**src/hw/csr_pkg.sv**
```systemverilog
// --------------------
// Machine-mode CSR definitions
// Widths, addresses, opcodes, masks and shared helpers
// --------------------
package csr_pkg;

	localparam int XLEN          = 32;
	localparam int N_IRQ         = 16; // External interrupt lines
	localparam int IRQ_CODE_BASE = 16; // mcause code of irq 0

	// Implemented CSR addresses
	typedef enum logic [11:0] {
		MVENDORID = 12'hf11,
		MARCHID   = 12'hf12,
		MIMPID    = 12'hf13,
		MHARTID   = 12'hf14,
		MSTATUS   = 12'h300,
		MISA      = 12'h301,
		MIE       = 12'h304,
		MTVEC     = 12'h305,
		MSCRATCH  = 12'h340,
		MEPC      = 12'h341,
		MCAUSE    = 12'h342,
		MTVAL     = 12'h343,
		MIP       = 12'h344,
		MCYCLE    = 12'hb00,
		MINSTRET  = 12'hb02,
		MCYCLEH   = 12'hb80,
		MINSTRETH = 12'hb82
	} csr_addr_e;

	typedef enum logic [1:0] {
		WT_WRITE = 2'd0,
		WT_SET   = 2'd1,
		WT_CLEAR = 2'd2
	} csr_wtype_e;

	// Decoded register target
	typedef enum logic [4:0] {
		SEL_NONE, SEL_MVENDORID, SEL_MARCHID, SEL_MIMPID, SEL_MHARTID,
		SEL_MSTATUS, SEL_MISA, SEL_MIE, SEL_MTVEC,
		SEL_MSCRATCH, SEL_MEPC, SEL_MCAUSE, SEL_MTVAL, SEL_MIP,
		SEL_MCYCLE, SEL_MINSTRET, SEL_MCYCLEH, SEL_MINSTRETH
	} csr_sel_e;

	// RV32I only
	localparam logic [XLEN-1:0] MISA_VALUE   = {2'b01, 21'b0, 1'b1, 8'b0};
	localparam logic [XLEN-1:0] MTVEC_MASK   = {{(XLEN-12){1'b1}}, 12'b0}; // 4 KiB aligned
	localparam logic [XLEN-1:0] MIE_WRITABLE = 32'hffff_0888;             // Per-irq, MEIE, MTIE, MSIE

	localparam int EXC_INSTR_FAULT = 1;

	// Write, set or clear applied to the current value
	function automatic logic [XLEN-1:0] csr_update(input logic [XLEN-1:0] old_val,
			input logic [XLEN-1:0] wdata, input csr_wtype_e wtype);
		case (wtype)
			WT_SET:   csr_update = old_val | wdata;
			WT_CLEAR: csr_update = old_val & ~wdata;
			default:  csr_update = wdata;
		endcase
	endfunction

	// Index of lowest set bit, lowest index wins
	function automatic logic [3:0] lowest_set(input logic [15:0] vec);
		int i;
		lowest_set = 4'd0;
		for (i = 15; i >= 0; i--) begin
			if (vec[i])
				lowest_set = i[3:0];
		end
	endfunction

endpackage
```
**src/hw/csr_file.sv**
```systemverilog
// --------------------
// Machine-mode CSR block top level
// --------------------
`timescale 1ns/1ps

module csr_file (
	input  logic                      clk,
	input  logic                      rst_n,
	// CSR access
	input  logic [11:0]               addr,
	input  logic [csr_pkg::XLEN-1:0]  wdata,
	input  logic                      wen,
	input  logic                      ren,
	input  csr_pkg::csr_wtype_e       wtype,
	output logic [csr_pkg::XLEN-1:0]  rdata,
	// Trap handshake
	output logic [csr_pkg::XLEN-1:0]  trap_addr,
	output logic                      trap_enter_vld,
	input  logic                      trap_enter_rdy,
	input  logic                      trap_exit,
	input  logic [csr_pkg::XLEN-1:0]  mepc_in,
	output logic [csr_pkg::XLEN-1:0]  mepc_out,
	// Interrupts and exceptions
	input  logic [csr_pkg::N_IRQ-1:0] irq,
	input  logic                      except_instr_misaligned,
	input  logic                      except_instr_fault,
	input  logic                      except_instr_invalid,
	input  logic                      except_breakpoint,
	input  logic                      except_load_misaligned,
	input  logic                      except_load_fault,
	input  logic                      except_store_misaligned,
	input  logic                      except_store_fault,
	input  logic                      except_ecall,
	input  logic                      instr_ret
);
	import csr_pkg::*;

	csr_sel_e          csr_sel;
	logic              wr_en, access_error;
	logic              mstatus_mie, mstatus_mpie;
	logic [XLEN-1:0]   mscratch, mtvec, mie, mip;
	logic              mcause_irq, cause_irq, trap_fire;
	logic [4:0]        mcause_code, cause_code;
	logic [2*XLEN-1:0] mcycle, minstret;

	csr_decode u_decode (
		.addr(addr), .wen(wen), .ren(ren), .wtype(wtype),
		.csr_sel(csr_sel), .wr_en(wr_en), .access_error(access_error)
	);

	csr_trap_regs u_trap_regs (
		.clk(clk), .rst_n(rst_n), .csr_sel(csr_sel), .wr_en(wr_en), .wtype(wtype),
		.wdata(wdata), .trap_fire(trap_fire), .trap_exit(trap_exit), .mepc_in(mepc_in),
		.cause_irq(cause_irq), .cause_code(cause_code),
		.mstatus_mie(mstatus_mie), .mstatus_mpie(mstatus_mpie), .mscratch(mscratch),
		.mtvec(mtvec), .mepc(mepc_out), .mie(mie),
		.mcause_irq(mcause_irq), .mcause_code(mcause_code)
	);

	csr_counters u_counters (
		.clk(clk), .rst_n(rst_n), .csr_sel(csr_sel), .wr_en(wr_en), .wtype(wtype),
		.wdata(wdata), .instr_ret(instr_ret), .mcycle(mcycle), .minstret(minstret)
	);

	trap_request u_trap_request (
		.clk(clk), .rst_n(rst_n), .irq(irq),
		.except_instr_misaligned(except_instr_misaligned),
		.except_instr_fault(except_instr_fault),
		.except_instr_invalid(except_instr_invalid),
		.except_breakpoint(except_breakpoint),
		.except_load_misaligned(except_load_misaligned),
		.except_load_fault(except_load_fault),
		.except_store_misaligned(except_store_misaligned),
		.except_store_fault(except_store_fault),
		.except_ecall(except_ecall),
		.access_error(access_error), .mie(mie), .mstatus_mie(mstatus_mie), .mtvec(mtvec),
		.trap_enter_rdy(trap_enter_rdy), .trap_exit(trap_exit),
		.trap_enter_vld(trap_enter_vld), .trap_addr(trap_addr), .trap_fire(trap_fire),
		.cause_irq(cause_irq), .cause_code(cause_code), .mip(mip)
	);

	csr_read_mux u_read_mux (
		.csr_sel(csr_sel), .mstatus_mie(mstatus_mie), .mstatus_mpie(mstatus_mpie),
		.mscratch(mscratch), .mtvec(mtvec), .mepc(mepc_out), .mie(mie), .mip(mip),
		.mcause_irq(mcause_irq), .mcause_code(mcause_code),
		.mcycle(mcycle), .minstret(minstret), .rdata(rdata)
	);

endmodule

```
**src/hw/csr_read_mux.sv**
```systemverilog
// --------------------
// CSR read port, formats and selects read data
// --------------------
`timescale 1ns/1ps

module csr_read_mux (
	input  csr_pkg::csr_sel_e          csr_sel,
	input  logic                       mstatus_mie,
	input  logic                       mstatus_mpie,
	input  logic [csr_pkg::XLEN-1:0]   mscratch,
	input  logic [csr_pkg::XLEN-1:0]   mtvec,
	input  logic [csr_pkg::XLEN-1:0]   mepc,
	input  logic [csr_pkg::XLEN-1:0]   mie,
	input  logic [csr_pkg::XLEN-1:0]   mip,
	input  logic                       mcause_irq,
	input  logic [4:0]                 mcause_code,
	input  logic [2*csr_pkg::XLEN-1:0] mcycle,
	input  logic [2*csr_pkg::XLEN-1:0] minstret,
	output logic [csr_pkg::XLEN-1:0]   rdata
);
	import csr_pkg::*;

	always_comb begin
		rdata = '0; // Identity regs, mtval, unmapped
		case (csr_sel)
			SEL_MSTATUS:   rdata = {19'b0, 2'b11, 3'b0, mstatus_mpie, 3'b0, mstatus_mie, 3'b0};
			SEL_MISA:      rdata = MISA_VALUE;
			SEL_MIE:       rdata = mie;
			SEL_MTVEC:     rdata = {mtvec[XLEN-1:2], 2'b01}; // Vectored mode
			SEL_MSCRATCH:  rdata = mscratch;
			SEL_MEPC:      rdata = mepc;
			SEL_MCAUSE:    rdata = {mcause_irq, {(XLEN-6){1'b0}}, mcause_code};
			SEL_MIP:       rdata = mip;
			SEL_MCYCLE:    rdata = mcycle[XLEN-1:0];
			SEL_MINSTRET:  rdata = minstret[XLEN-1:0];
			SEL_MCYCLEH:   rdata = mcycle[2*XLEN-1:XLEN];
			SEL_MINSTRETH: rdata = minstret[2*XLEN-1:XLEN];
			default:       rdata = '0;
		endcase
	end

endmodule

```
**src/hw/trap_request.sv**
```systemverilog
// --------------------
// Trap request generator
// Exception/interrupt priority, vector address and cause
// --------------------
`timescale 1ns/1ps

module trap_request (
	input  logic                      clk,
	input  logic                      rst_n,
	input  logic [csr_pkg::N_IRQ-1:0] irq,
	input  logic                      except_instr_misaligned,
	input  logic                      except_instr_fault,
	input  logic                      except_instr_invalid,
	input  logic                      except_breakpoint,
	input  logic                      except_load_misaligned,
	input  logic                      except_load_fault,
	input  logic                      except_store_misaligned,
	input  logic                      except_store_fault,
	input  logic                      except_ecall,
	input  logic                      access_error,
	input  logic [csr_pkg::XLEN-1:0]  mie,
	input  logic                      mstatus_mie,
	input  logic [csr_pkg::XLEN-1:0]  mtvec,
	input  logic                      trap_enter_rdy,
	input  logic                      trap_exit,
	output logic                      trap_enter_vld,
	output logic [csr_pkg::XLEN-1:0]  trap_addr,
	output logic                      trap_fire,
	output logic                      cause_irq,
	output logic [4:0]                cause_code,
	output logic [csr_pkg::XLEN-1:0]  mip
);
	import csr_pkg::*;

	logic [N_IRQ-1:0] irq_r;     // One-cycle sampled irq
	logic             in_trap;   // No exception nesting
	logic [15:0]      exc_vec;   // Indexed by exception code
	logic             exc_any;
	logic [3:0]       exc_num;
	logic [N_IRQ-1:0] irq_en;
	logic             irq_any;
	logic [3:0]       irq_num;
	logic [5:0]       vec_entry; // Up to 16 + 31

	always_ff @(posedge clk or negedge rst_n) begin
		if (!rst_n) begin
			irq_r   <= '0;
			in_trap <= 1'b0;
		end else begin
			irq_r   <= irq;
			in_trap <= (in_trap || trap_fire) && !trap_exit;
		end
	end

	assign mip = {irq_r, 4'b0, |irq_r, 11'b0}; // MEIP summarises all lines

	// --------------------
	// Exceptions in standard code order
	always_comb begin
		exc_vec                  = '0;
		exc_vec[0]               = except_instr_misaligned;
		exc_vec[EXC_INSTR_FAULT] = except_instr_fault || access_error;
		exc_vec[2]               = except_instr_invalid;
		exc_vec[3]               = except_breakpoint;
		exc_vec[4]               = except_load_misaligned;
		exc_vec[5]               = except_load_fault;
		exc_vec[6]               = except_store_misaligned;
		exc_vec[7]               = except_store_fault;
		exc_vec[11]              = except_ecall; // M-mode ecall
	end

	assign exc_any = |exc_vec && !in_trap;
	assign exc_num = lowest_set(exc_vec);

	// Line enable, then MEIE, then global MIE
	assign irq_en  = irq_r & mie[31:16] & {N_IRQ{mie[11]}};
	assign irq_any = |irq_en && mstatus_mie;
	assign irq_num = lowest_set(irq_en);

	// --------------------
	assign trap_enter_vld = exc_any || irq_any;
	assign trap_fire      = trap_enter_vld && trap_enter_rdy;
	assign cause_irq      = !exc_any; // Exceptions always win
	assign cause_code     = exc_any ? {1'b0, exc_num} : 5'(IRQ_CODE_BASE) + {1'b0, irq_num};

	assign vec_entry = cause_irq ? 6'(IRQ_CODE_BASE) + {1'b0, cause_code} : {1'b0, cause_code};
	assign trap_addr = mtvec | {{(XLEN-8){1'b0}}, vec_entry, 2'b00}; // Entry ORed into base

	// Request held off by rdy keeps its address and cause while its sources hold
	assert property (@(posedge clk) disable iff (!rst_n)
		$past(trap_enter_vld && !trap_enter_rdy && !trap_exit) && $stable(exc_vec)
			&& $stable(irq_r) && $stable(mie) && $stable(mstatus_mie) && $stable(mtvec)
		|-> trap_enter_vld && $stable(trap_addr) && $stable(cause_code))
		else $error("trap_request: held trap request changed");

endmodule

```
**src/hw/csr_counters.sv**
```systemverilog
// --------------------
// mcycle and minstret, 64 bits each
// --------------------
`timescale 1ns/1ps

module csr_counters (
	input  logic                       clk,
	input  logic                       rst_n,
	input  csr_pkg::csr_sel_e          csr_sel,
	input  logic                       wr_en,
	input  csr_pkg::csr_wtype_e        wtype,
	input  logic [csr_pkg::XLEN-1:0]   wdata,
	input  logic                       instr_ret,
	output logic [2*csr_pkg::XLEN-1:0] mcycle,
	output logic [2*csr_pkg::XLEN-1:0] minstret
);
	import csr_pkg::*;

	// Index 0 is mcycle, 1 is minstret
	logic [2*XLEN-1:0] cnt_q [2];
	logic [2*XLEN-1:0] cnt_d [2];
	logic [1:0]        cnt_inc;
	logic [1:0]        wr_lo;
	logic [1:0]        wr_hi;

	assign cnt_inc = {instr_ret, 1'b1};
	assign wr_lo   = {wr_en && csr_sel == SEL_MINSTRET, wr_en && csr_sel == SEL_MCYCLE};
	assign wr_hi   = {wr_en && csr_sel == SEL_MINSTRETH, wr_en && csr_sel == SEL_MCYCLEH};

	always_comb begin
		for (int i = 0; i < 2; i++) begin
			cnt_d[i] = cnt_q[i] + {{(2*XLEN-1){1'b0}}, cnt_inc[i]}; // Carry crosses halves
			if (wr_lo[i])
				cnt_d[i][XLEN-1:0] = csr_update(cnt_q[i][XLEN-1:0], wdata, wtype); // Write wins
			if (wr_hi[i])
				cnt_d[i][2*XLEN-1:XLEN] = csr_update(cnt_q[i][2*XLEN-1:XLEN], wdata, wtype);
		end
	end

	always_ff @(posedge clk or negedge rst_n) begin
		if (!rst_n) begin
			cnt_q[0] <= '0;
			cnt_q[1] <= '0;
		end else begin
			cnt_q[0] <= cnt_d[0];
			cnt_q[1] <= cnt_d[1];
		end
	end

	assign mcycle   = cnt_q[0];
	assign minstret = cnt_q[1];

endmodule

```
**src/hw/csr_trap_regs.sv**
```systemverilog
// --------------------
// Trap setup and handling CSRs
// Software writes plus trap entry/exit updates
// --------------------
`timescale 1ns/1ps

module csr_trap_regs (
	input  logic                     clk,
	input  logic                     rst_n,
	input  csr_pkg::csr_sel_e        csr_sel,
	input  logic                     wr_en,
	input  csr_pkg::csr_wtype_e      wtype,
	input  logic [csr_pkg::XLEN-1:0] wdata,
	input  logic                     trap_fire,
	input  logic                     trap_exit,
	input  logic [csr_pkg::XLEN-1:0] mepc_in,
	input  logic                     cause_irq,
	input  logic [4:0]               cause_code,
	output logic                     mstatus_mie,
	output logic                     mstatus_mpie,
	output logic [csr_pkg::XLEN-1:0] mscratch,
	output logic [csr_pkg::XLEN-1:0] mtvec,
	output logic [csr_pkg::XLEN-1:0] mepc,
	output logic [csr_pkg::XLEN-1:0] mie,
	output logic                     mcause_irq,
	output logic [4:0]               mcause_code
);
	import csr_pkg::*;

	logic [XLEN-1:0] mstatus_nxt; // Software result in CSR layout
	logic [XLEN-1:0] mcause_nxt;
	logic [XLEN-1:0] mepc_nxt;

	assign mstatus_nxt = csr_update({{(XLEN-8){1'b0}}, mstatus_mpie, 3'b0, mstatus_mie, 3'b0},
		wdata, wtype);
	assign mcause_nxt  = csr_update({mcause_irq, {(XLEN-6){1'b0}}, mcause_code}, wdata, wtype);
	assign mepc_nxt    = csr_update(mepc, wdata, wtype);

	// --------------------
	// Interrupt-enable stack

	always_ff @(posedge clk or negedge rst_n) begin
		if (!rst_n) begin
			mstatus_mie  <= 1'b0;
			mstatus_mpie <= 1'b0;
		end else if (trap_fire) begin
			mstatus_mpie <= mstatus_mie; // Push
			mstatus_mie  <= 1'b0;
		end else if (trap_exit) begin
			mstatus_mie  <= mstatus_mpie; // Pop
			mstatus_mpie <= 1'b1;
		end else if (wr_en && csr_sel == SEL_MSTATUS) begin
			mstatus_mie  <= mstatus_nxt[3];
			mstatus_mpie <= mstatus_nxt[7];
		end
	end

	// Software-only registers
	always_ff @(posedge clk or negedge rst_n) begin
		if (!rst_n) begin
			mscratch <= '0;
			mtvec    <= '0;
			mie      <= '0;
		end else if (wr_en) begin
			if (csr_sel == SEL_MSCRATCH)
				mscratch <= csr_update(mscratch, wdata, wtype);
			if (csr_sel == SEL_MTVEC)
				mtvec <= csr_update(mtvec, wdata, wtype) & MTVEC_MASK; // No adder for vectors
			if (csr_sel == SEL_MIE)
				mie <= csr_update(mie, wdata, wtype) & MIE_WRITABLE;
		end
	end

	// --------------------
	// Trap-captured state

	always_ff @(posedge clk or negedge rst_n) begin
		if (!rst_n) begin
			mepc        <= '0;
			mcause_irq  <= 1'b0;
			mcause_code <= 5'd0;
		end else if (trap_fire) begin
			mepc        <= {mepc_in[XLEN-1:1], 1'b0};
			mcause_irq  <= cause_irq;
			mcause_code <= cause_code;
		end else if (wr_en) begin
			if (csr_sel == SEL_MEPC)
				mepc <= {mepc_nxt[XLEN-1:1], 1'b0}; // Bit 0 hardwired
			if (csr_sel == SEL_MCAUSE) begin
				mcause_irq  <= mcause_nxt[XLEN-1];
				mcause_code <= mcause_nxt[4:0];
			end
		end
	end

	// Core never retires mret in the cycle a trap is taken
	assert property (@(posedge clk) disable iff (!rst_n) !(trap_fire && trap_exit))
		else $error("csr_trap_regs: trap entry and exit in same cycle");

endmodule

```
**src/hw/csr_decode.sv**
```systemverilog
// --------------------
// CSR address decoder
// Register select, write enable and access-error flag
// --------------------
`timescale 1ns/1ps

module csr_decode (
	input  logic [11:0]         addr,
	input  logic                wen,
	input  logic                ren,
	input  csr_pkg::csr_wtype_e wtype,
	output csr_pkg::csr_sel_e   csr_sel,
	output logic                wr_en,
	output logic                access_error
);
	import csr_pkg::*;

	logic read_only;  // Identity registers
	logic wr_ignored; // Legal write, no effect

	always_comb begin
		csr_sel = SEL_NONE; // Anything unmapped
		case (addr)
			MVENDORID: csr_sel = SEL_MVENDORID;
			MARCHID:   csr_sel = SEL_MARCHID;
			MIMPID:    csr_sel = SEL_MIMPID;
			MHARTID:   csr_sel = SEL_MHARTID;
			MSTATUS:   csr_sel = SEL_MSTATUS;
			MISA:      csr_sel = SEL_MISA;
			MIE:       csr_sel = SEL_MIE;
			MTVEC:     csr_sel = SEL_MTVEC;
			MSCRATCH:  csr_sel = SEL_MSCRATCH;
			MEPC:      csr_sel = SEL_MEPC;
			MCAUSE:    csr_sel = SEL_MCAUSE;
			MTVAL:     csr_sel = SEL_MTVAL;
			MIP:       csr_sel = SEL_MIP;
			MCYCLE:    csr_sel = SEL_MCYCLE;
			MINSTRET:  csr_sel = SEL_MINSTRET;
			MCYCLEH:   csr_sel = SEL_MCYCLEH;
			MINSTRETH: csr_sel = SEL_MINSTRETH;
			default:   csr_sel = SEL_NONE;
		endcase
	end

	assign read_only  = csr_sel inside {SEL_MVENDORID, SEL_MARCHID, SEL_MIMPID, SEL_MHARTID};
	assign wr_ignored = csr_sel inside {SEL_MISA, SEL_MTVAL, SEL_MIP}; // WARL tied

	assign wr_en = wen && (csr_sel != SEL_NONE) && !read_only && !wr_ignored;

	// Unmapped access, or write to an MRO register
	assign access_error = ((wen || ren) && (csr_sel == SEL_NONE)) || (wen && read_only);

	// Core only issues the three defined opcodes
	always_comb begin
		if (wen) begin
			assert final (wtype inside {WT_WRITE, WT_SET, WT_CLEAR})
				else $error("csr_decode: undefined write type %0d", wtype);
		end
	end

endmodule

```
**config.mk**
```make
export PLATFORM = sky130hd
export DESIGN_NAME = csr_file
export DESIGN_NICKNAME = d
export VERILOG_FILES = /design/src/hw/csr_pkg.sv /design/src/hw/csr_file.sv /design/src/hw/csr_read_mux.sv /design/src/hw/trap_request.sv /design/src/hw/csr_counters.sv /design/src/hw/csr_trap_regs.sv /design/src/hw/csr_decode.sv
export SDC_FILE = /design/constraint.sdc
export NUM_CORES = 1
export LEC_CHECK = 0
export BUFFER_PORTS_ARGS = -buffer_cell sky130_fd_sc_hd__buf_2
export CAP_MARGIN = 10
export CELL_PAD_IN_SITES_DETAIL_PLACEMENT = 0
export CELL_PAD_IN_SITES_GLOBAL_PLACEMENT = 1
export CORE_MARGIN = 3
export CORE_UTILIZATION = 40
export CTS_CLUSTER_SIZE = 14
export DETAILED_ROUTE_END_ITERATION = 16
export GPL_TIMING_DRIVEN = 0
export PLACE_DENSITY = 0.85
export SYNTH_ARGS = -nofsm -noshare
export SYNTH_HDL_FRONTEND = slang
export SYNTH_SLANG_ARGS = --single-unit
```
**constraint.sdc**
```tcl
create_clock -name clk -period 5.1 [get_ports clk]
set_clock_uncertainty 0.2 [all_clocks]
set_input_delay 0.765 -clock clk [delete_from_list [all_inputs] [get_ports clk]]
set_output_delay 0.765 -clock clk [all_outputs]
set_load 0.05 [all_outputs]
```
### After elaboration in Yosys (flattened, before gate mapping)

Cells that the tools add are included.
Widths: inputs -> output; s select.

* register bits after elaboration: 256
* bits of input ports: 110
* output and inout port bits: 97
* logic and storage cells: 174

* $add $sub $neg: 4
* equality and inequality tests: 36
* mux-type cells: 58
* bitwise logic cells: 24
* reductions and logical operators: 40

Operators with widths (count)
* $pmux 32 s2: 9
* $pmux 32 s12: 1
* $and 32x32->32: 9
* $or 32x32->32: 9
* $mux 32: 7
* $eq 12x10->1 const B: 9
* $mux 4: 25
* $eq 12x12->1 const B: 8
* $pmux 5 s17: 1
* $add 64x1->64: 1
* $add 64x1->64 const B: 1
* $eq 5x4->1 const B: 8
* $and 16x16->16: 2
* $not 32->32: 1
* $or 32x8->32: 1
* $reduce_or 16->1: 2
* $eq 5x3->1 const B: 4
* $mux 5: 4
* $pmux 8 s2: 1
* $logic_and 1x1->1: 14
* $eq 5x2->1 const B: 2
* $eq 5x5->1 const B: 2
* $reduce_and 2->1: 5
* $mux 1: 9
* 16 further kinds: 27

### Logic depth before layout (Yosys ltp)

* depth in word-level cells: 23
* gate-level depth with buffers: 13

### By module

A second synthesis with hierarchy kept.

* cell total of the unflattened synthesis: 2250
* area, all modules: 18479.0 um^2

By module, submodules not included
* csr_counters: times used 1, cells each 1124, area each 8987.4 um^2
* csr_trap_regs: times used 1, cells each 570, area each 5366.4 um^2
* csr_read_mux: times used 1, cells each 345, area each 2386.0 um^2
* trap_request: times used 1, cells each 145, area each 1293.7 um^2
* csr_decode: times used 1, cells each 66, area each 445.4 um^2

### Worst setup path after synthesis

Ideal clock, no wire load.

* path type: in2out
* start: input port addr[6]
* end: output port trap_addr[5] (netlist bit)
* arrival time: 3498 ps
* required time: 4135 ps
* path slack: 637 ps
* stages: 8
* cell sequence: buf_2 > or4b_1 > or4_1 > buf_2 > o21ai_2 > or4_1 > o21ai_0 > o21ai_0

* word-level cells in the longest chain between the ends: 13

RTL lines
* start: declaration: line csr_file.sv:10 `input logic [11:0] addr,`
* $eq 12x12->1 or $eq 12x10->1 (tied branches): line csr_decode.sv:23 `case (addr)`
* $pmux 5 s17 *: line csr_decode.sv:23
* $eq 5x1->1 (tied with other cells): line csr_decode.sv:45 `assign read_only = csr_sel inside {SEL_MVENDORID, SEL_MARCHID, SEL_MIMPID, SEL_MHARTID};`
* $reduce_bool 4->1: line csr_decode.sv:45
* $logic_and 1x1->1: line csr_decode.sv:51 `assign access_error = ((wen || ren) && (csr_sel == SEL_NONE)) || (wen && read_only);`
* $logic_or 1x1->1 *: line csr_decode.sv:51
* $logic_or 1x1->1 *: line trap_request.sv:62 `exc_vec[EXC_INSTR_FAULT] = except_instr_fault || access_error;`
* $reduce_or 9->1 or $mux 4 (tied branches): line trap_request.sv:72, csr_pkg.sv:68
* $logic_and 1x1->1 or $mux 4 (tied branches): line trap_request.sv:72, csr_pkg.sv:68
* $mux 5: line trap_request.sv:84 `assign cause_code = exc_any ? {1'b0, exc_num} : 5'(IRQ_CODE_BASE) + {1'b0, irq_num};`
* $add 5x5->6: line trap_request.sv:86 `assign vec_entry = cause_irq ? 6'(IRQ_CODE_BASE) + {1'b0, cause_code} : {1'b0, cause_code};`
* $mux 6 *: line trap_request.sv:86
* $or 32x8->32 *: line trap_request.sv:87 `assign trap_addr = mtvec | {{(XLEN-8){1'b0}}, vec_entry, 2'b00};`
* end: declaration: line csr_file.sv:17 `output logic [csr_pkg::XLEN-1:0] trap_addr,`

Mark *: on every way between the ends. The rest lies on a longest branch, timed or not.

### Final worst setup path

* start: input port addr[3]
* end: output port rdata[14] (netlist bit)

* word-level cells in the longest chain between the ends: 4

RTL lines
* $eq 12x12->1 or $eq 12x10->1 (tied branches): line csr_decode.sv:23
* $pmux 5 s17 *: line csr_decode.sv:23
* $eq 5x5->1 (tied with other cells): line csr_read_mux.sv:25 `case (csr_sel)`
* $pmux 32 s12 *: line csr_read_mux.sv:25
* end: declaration: line csr_file.sv:15 `output logic [csr_pkg::XLEN-1:0] rdata,`

Marks and branches as above.

==> impl_metrics.ini <==
[routing]
route.vias.total = 18475
drt_first_pass_iters = 9
drt.antenna.violating_nets = 0
post_drt_via_cell_ratio = 6.82
drtIter0Drc = 2985
post_drt_wl_per_cell_um = 32.6
post-route-drc-count = 0
wire_length_reported_by_the_detailed_router_um = 88200

[timing]
relSlewSlack = 0.0612
slew_violations = 0
layout_worst_path_cycle_share = 1.00
rsz0062_at_grt = true
finalSetupViolations = 1
final_period_minus_worst_setup_slack_ns = 5.11
layout_setup_ws_ns = -0.00625
number_of_hold_violations_in_the_final_report = 0
worst_pin_slew_ns = 1.41
setup-tns-final_ns = -0.00625
maxClockFrequency_ghz = 0.196

[cells_and_area]
final_cell_area_sq_um = 19300
drive_above_1_share = 0.169
post-route-util = 0.481
layout.filler_cells = 3995
nNetsFinal = 2273
area_growth_pct = 18.0

[clocking]
cts-root-buf = clkbuf_16
clock-sinks = 255
cts.reportedPaths.clkPinSlew_ns = 0.06
clk_path_buf_depth = 3
clock_insertion_delay_worst_skew_ns = 0.60
cts_made_buffers = 31
htree_levels = 1
cts_tree = done

[critical_path]
worst_r2r_path_depth = 7
worst_setup_path_category = input pin to output pin
worstPathRequired_ns = 4.14
critical_path_launch_point_type = input pin
critical_path.max_fanout = 10
worst-r2r-setup-slack_ns = 1.10
critical_path_arrival_ns = 4.14
timing.critical_path.to_type = output pin

[placement]
placement.io_buffers = 191
dpl-instance-area_sq_um = 18100
gp_congestion = 1.06
dp_hpwl_um = 65600

[synthesis]
synth_flop_cell = dfrtp_1
synth-edff-count = 0
syn_area_sq_um = 16300
yosys_warnings = 0
synthesis.area_per_instance_sq_um = 8.52
syn-instance-count = 1915
share_of_the_yosys_chip_area_belonging_to_registers = 0.391
ys_async_sr_fraction = 1.00
ys_seq_elements = 255
post_synth_cell_types = 83

[die]
die_area_sq_um = 43300
design.core.area_sq_um = 40000
die_h_um = 208
rows = 73
initial_core_utilization = 0.408
io_pins = 207
dieWidth_um = 208

[global_routing]
grt.overflow.total = 0
grt_first_pass_wirelength_um = 125000
globalRouteTotalUtil = 0.391
grt_antenna_before_repair = 5
grt_start_max_net_pins = 111
number_of_global_route_vias_before_repair = 17504

[pwr]
static-leakage-power_nw = 7.88
max-vdd-ir-drop_v = 0.000266
total_power_mw = 5.39
pwr_density_cell_nw_per_um2 = 280

[run_status]
violated_checks = negative setup slack
run_status = finished with violations

[run]
max_cap_viol_count = 0

[min_path]
min_delay_path_depth = 1
min_path_type = input pin to register
layout by cell type, fill, tap and decap left out, types with 9 or more instances in the layout:
master and n:
a31oi_1 10, buf_4 18, o211ai_1 49, mux2_1 9, a221oi_1 25, mux2_2 35, or3_1 52, o21ai_0 259
a21oi_1 165, nand2_1 178, buf_2 212, and3_1 42, nand3_1 99, inv_1 30, nor2_1 108, nor4_1 14
a211oi_1 10, dfrtp_1 255, nand2b_1 23, o21a_1 10, o31ai_1 11, mux2i_1 37, a221o_1 19, a22oi_1 18
clkbuf_16 31, nand4_1 35, xor2_1 36, and2_1 15, nor3_1 33, clkbuf_1 82, xnor2_1 37, a222oi_1 24
through the flow:
stage	hold WS (ns)	std cells	setup WS (ns)
after floorplan	0.269	1922	0.637
after global placement	0.289	2638	-2.08
after detailed placement	0.298	2645	-0.809
after CTS	0.0512	2702	0.000202
after global routing	0.0599	2705	-0.00560
final	0.0722	2707	-0.00625
registers in the layout, indices dropped and copies added (netlist names):
| name | cells |
|---|---|
| u_counters.mcycle | 64 |
| u_counters.minstret | 64 |
| u_trap_regs.mscratch | 32 |
| u_trap_regs.mepc | 31 |
| u_trap_regs.mtvec | 20 |
| u_trap_regs.mie | 19 |
| u_trap_request.irq_r | 16 |
| u_trap_regs.mcause_code | 5 |
| u_trap_regs.mcause_irq | 1 |
| u_trap_regs.mstatus_mie | 1 |
| u_trap_regs.mstatus_mpie | 1 |
| u_trap_request.in_trap | 1 |
layout make-up:
type	instances	area, sq um	area share
buffer	128	597	0.0310
clock buffer	41	883	0.0459
clock inverter	14	163	0.00845
antenna	2	5.00	0.000260
sequential	255	6380	0.331
timing repair buffer	203	1100	0.0573
inverter	31	116	0.00604
multi-input combinational	1508	9350	0.486
tap	525	657	0.0341
where the power goes:
group,internal [mW],switching [mW],total (mW)
clock network,1.36,0.987,2.35
registers,2.10,0.101,2.20
logic,0.215,0.625,0.839
total,3.68,1.71,5.39
cells in the mapped netlist (all sizes together), types with 8 or more instances:
cell,instances,area share
a21o,8,0.0037
mux2i,39,0.024
and3,42,0.016
clkbuf,86,0.020
dfrtp,255,0.39
o21a,10,0.0046
nor4,18,0.0078
xnor2,37,0.020
nor2,108,0.025
and2,15,0.0057
or4,8,0.0039
nand2b,23,0.0088
a221oi,25,0.013
nand2,178,0.041
nor3,40,0.014
nand4,35,0.013
nand3,99,0.030
a222oi,24,0.015
o31ai,11,0.0051
xor2,36,0.019
a221o,19,0.012
and4,8,0.0043
a22o,8,0.0043
inv,30,0.0069
a211oi,13,0.0060
or2,8,0.0031
o311ai,8,0.0043
buf,42,0.015
o211ai,49,0.023
a31oi,10,0.0038
mux2,44,0.030
a21oi,165,0.051
a22oi,18,0.0083
o21ai,262,0.081
or3,53,0.021
per-layer routing:
metal  vias up  wire length, um  global-route usage
met5         -                0                   0
met4         0             5190               0.189
met3       286            10900               0.115
met2      1395            37100               0.568
met1      9089            35000               0.533
li1       7705                -                   -
kinds of logic after synthesis:
group,synth area share
mux,0.0543
other cells,0.000230
flops,0.391
buf+inv,0.0421
compound gates,0.263
xor+xnor,0.0392
fa+ha+maj,0.00383
simple gates,0.207
critical path, stage by stage:
cell      delay, ns
buf_2          0.11
buf_2          0.19
nor3b_1        0.36
nand3_1        0.12
nor2_1         0.58
clkbuf_1       0.88
a222oi_1       0.40
o21ai_0        0.27
a221o_1        0.19
buf_2          0.26
path summary, 6_finish.rpt:
kind / start / endpoint
setup / recovery: addr[3] / rdata[14]
min in group asynchronous: rst_n / u_trap_request.irq_r[8]
max in group asynchronous: rst_n / u_counters.mcycle[5]
hold / removal: irq[6] / u_trap_request.irq_r[6]
setup reg to reg: u_counters.mcycle[0] / u_counters.mcycle[57]
hold reg to reg: u_trap_regs.mscratch[7] / u_trap_regs.mscratch[7]
timing repair:
| action | 4_1_cts | 5_1_grt |
|---|---|---|
| pin swaps | 1 | 1 |
| hold buffers | 1 | 0 |
| endpoints found under the hold margin | 30 | 0 |
| gates resized for setup | 10 | 16 |
| setup endpoints to repair | 31 | 27 |
| setup buffers | 1 | 0 |
(Power assumes the default switching activity.)
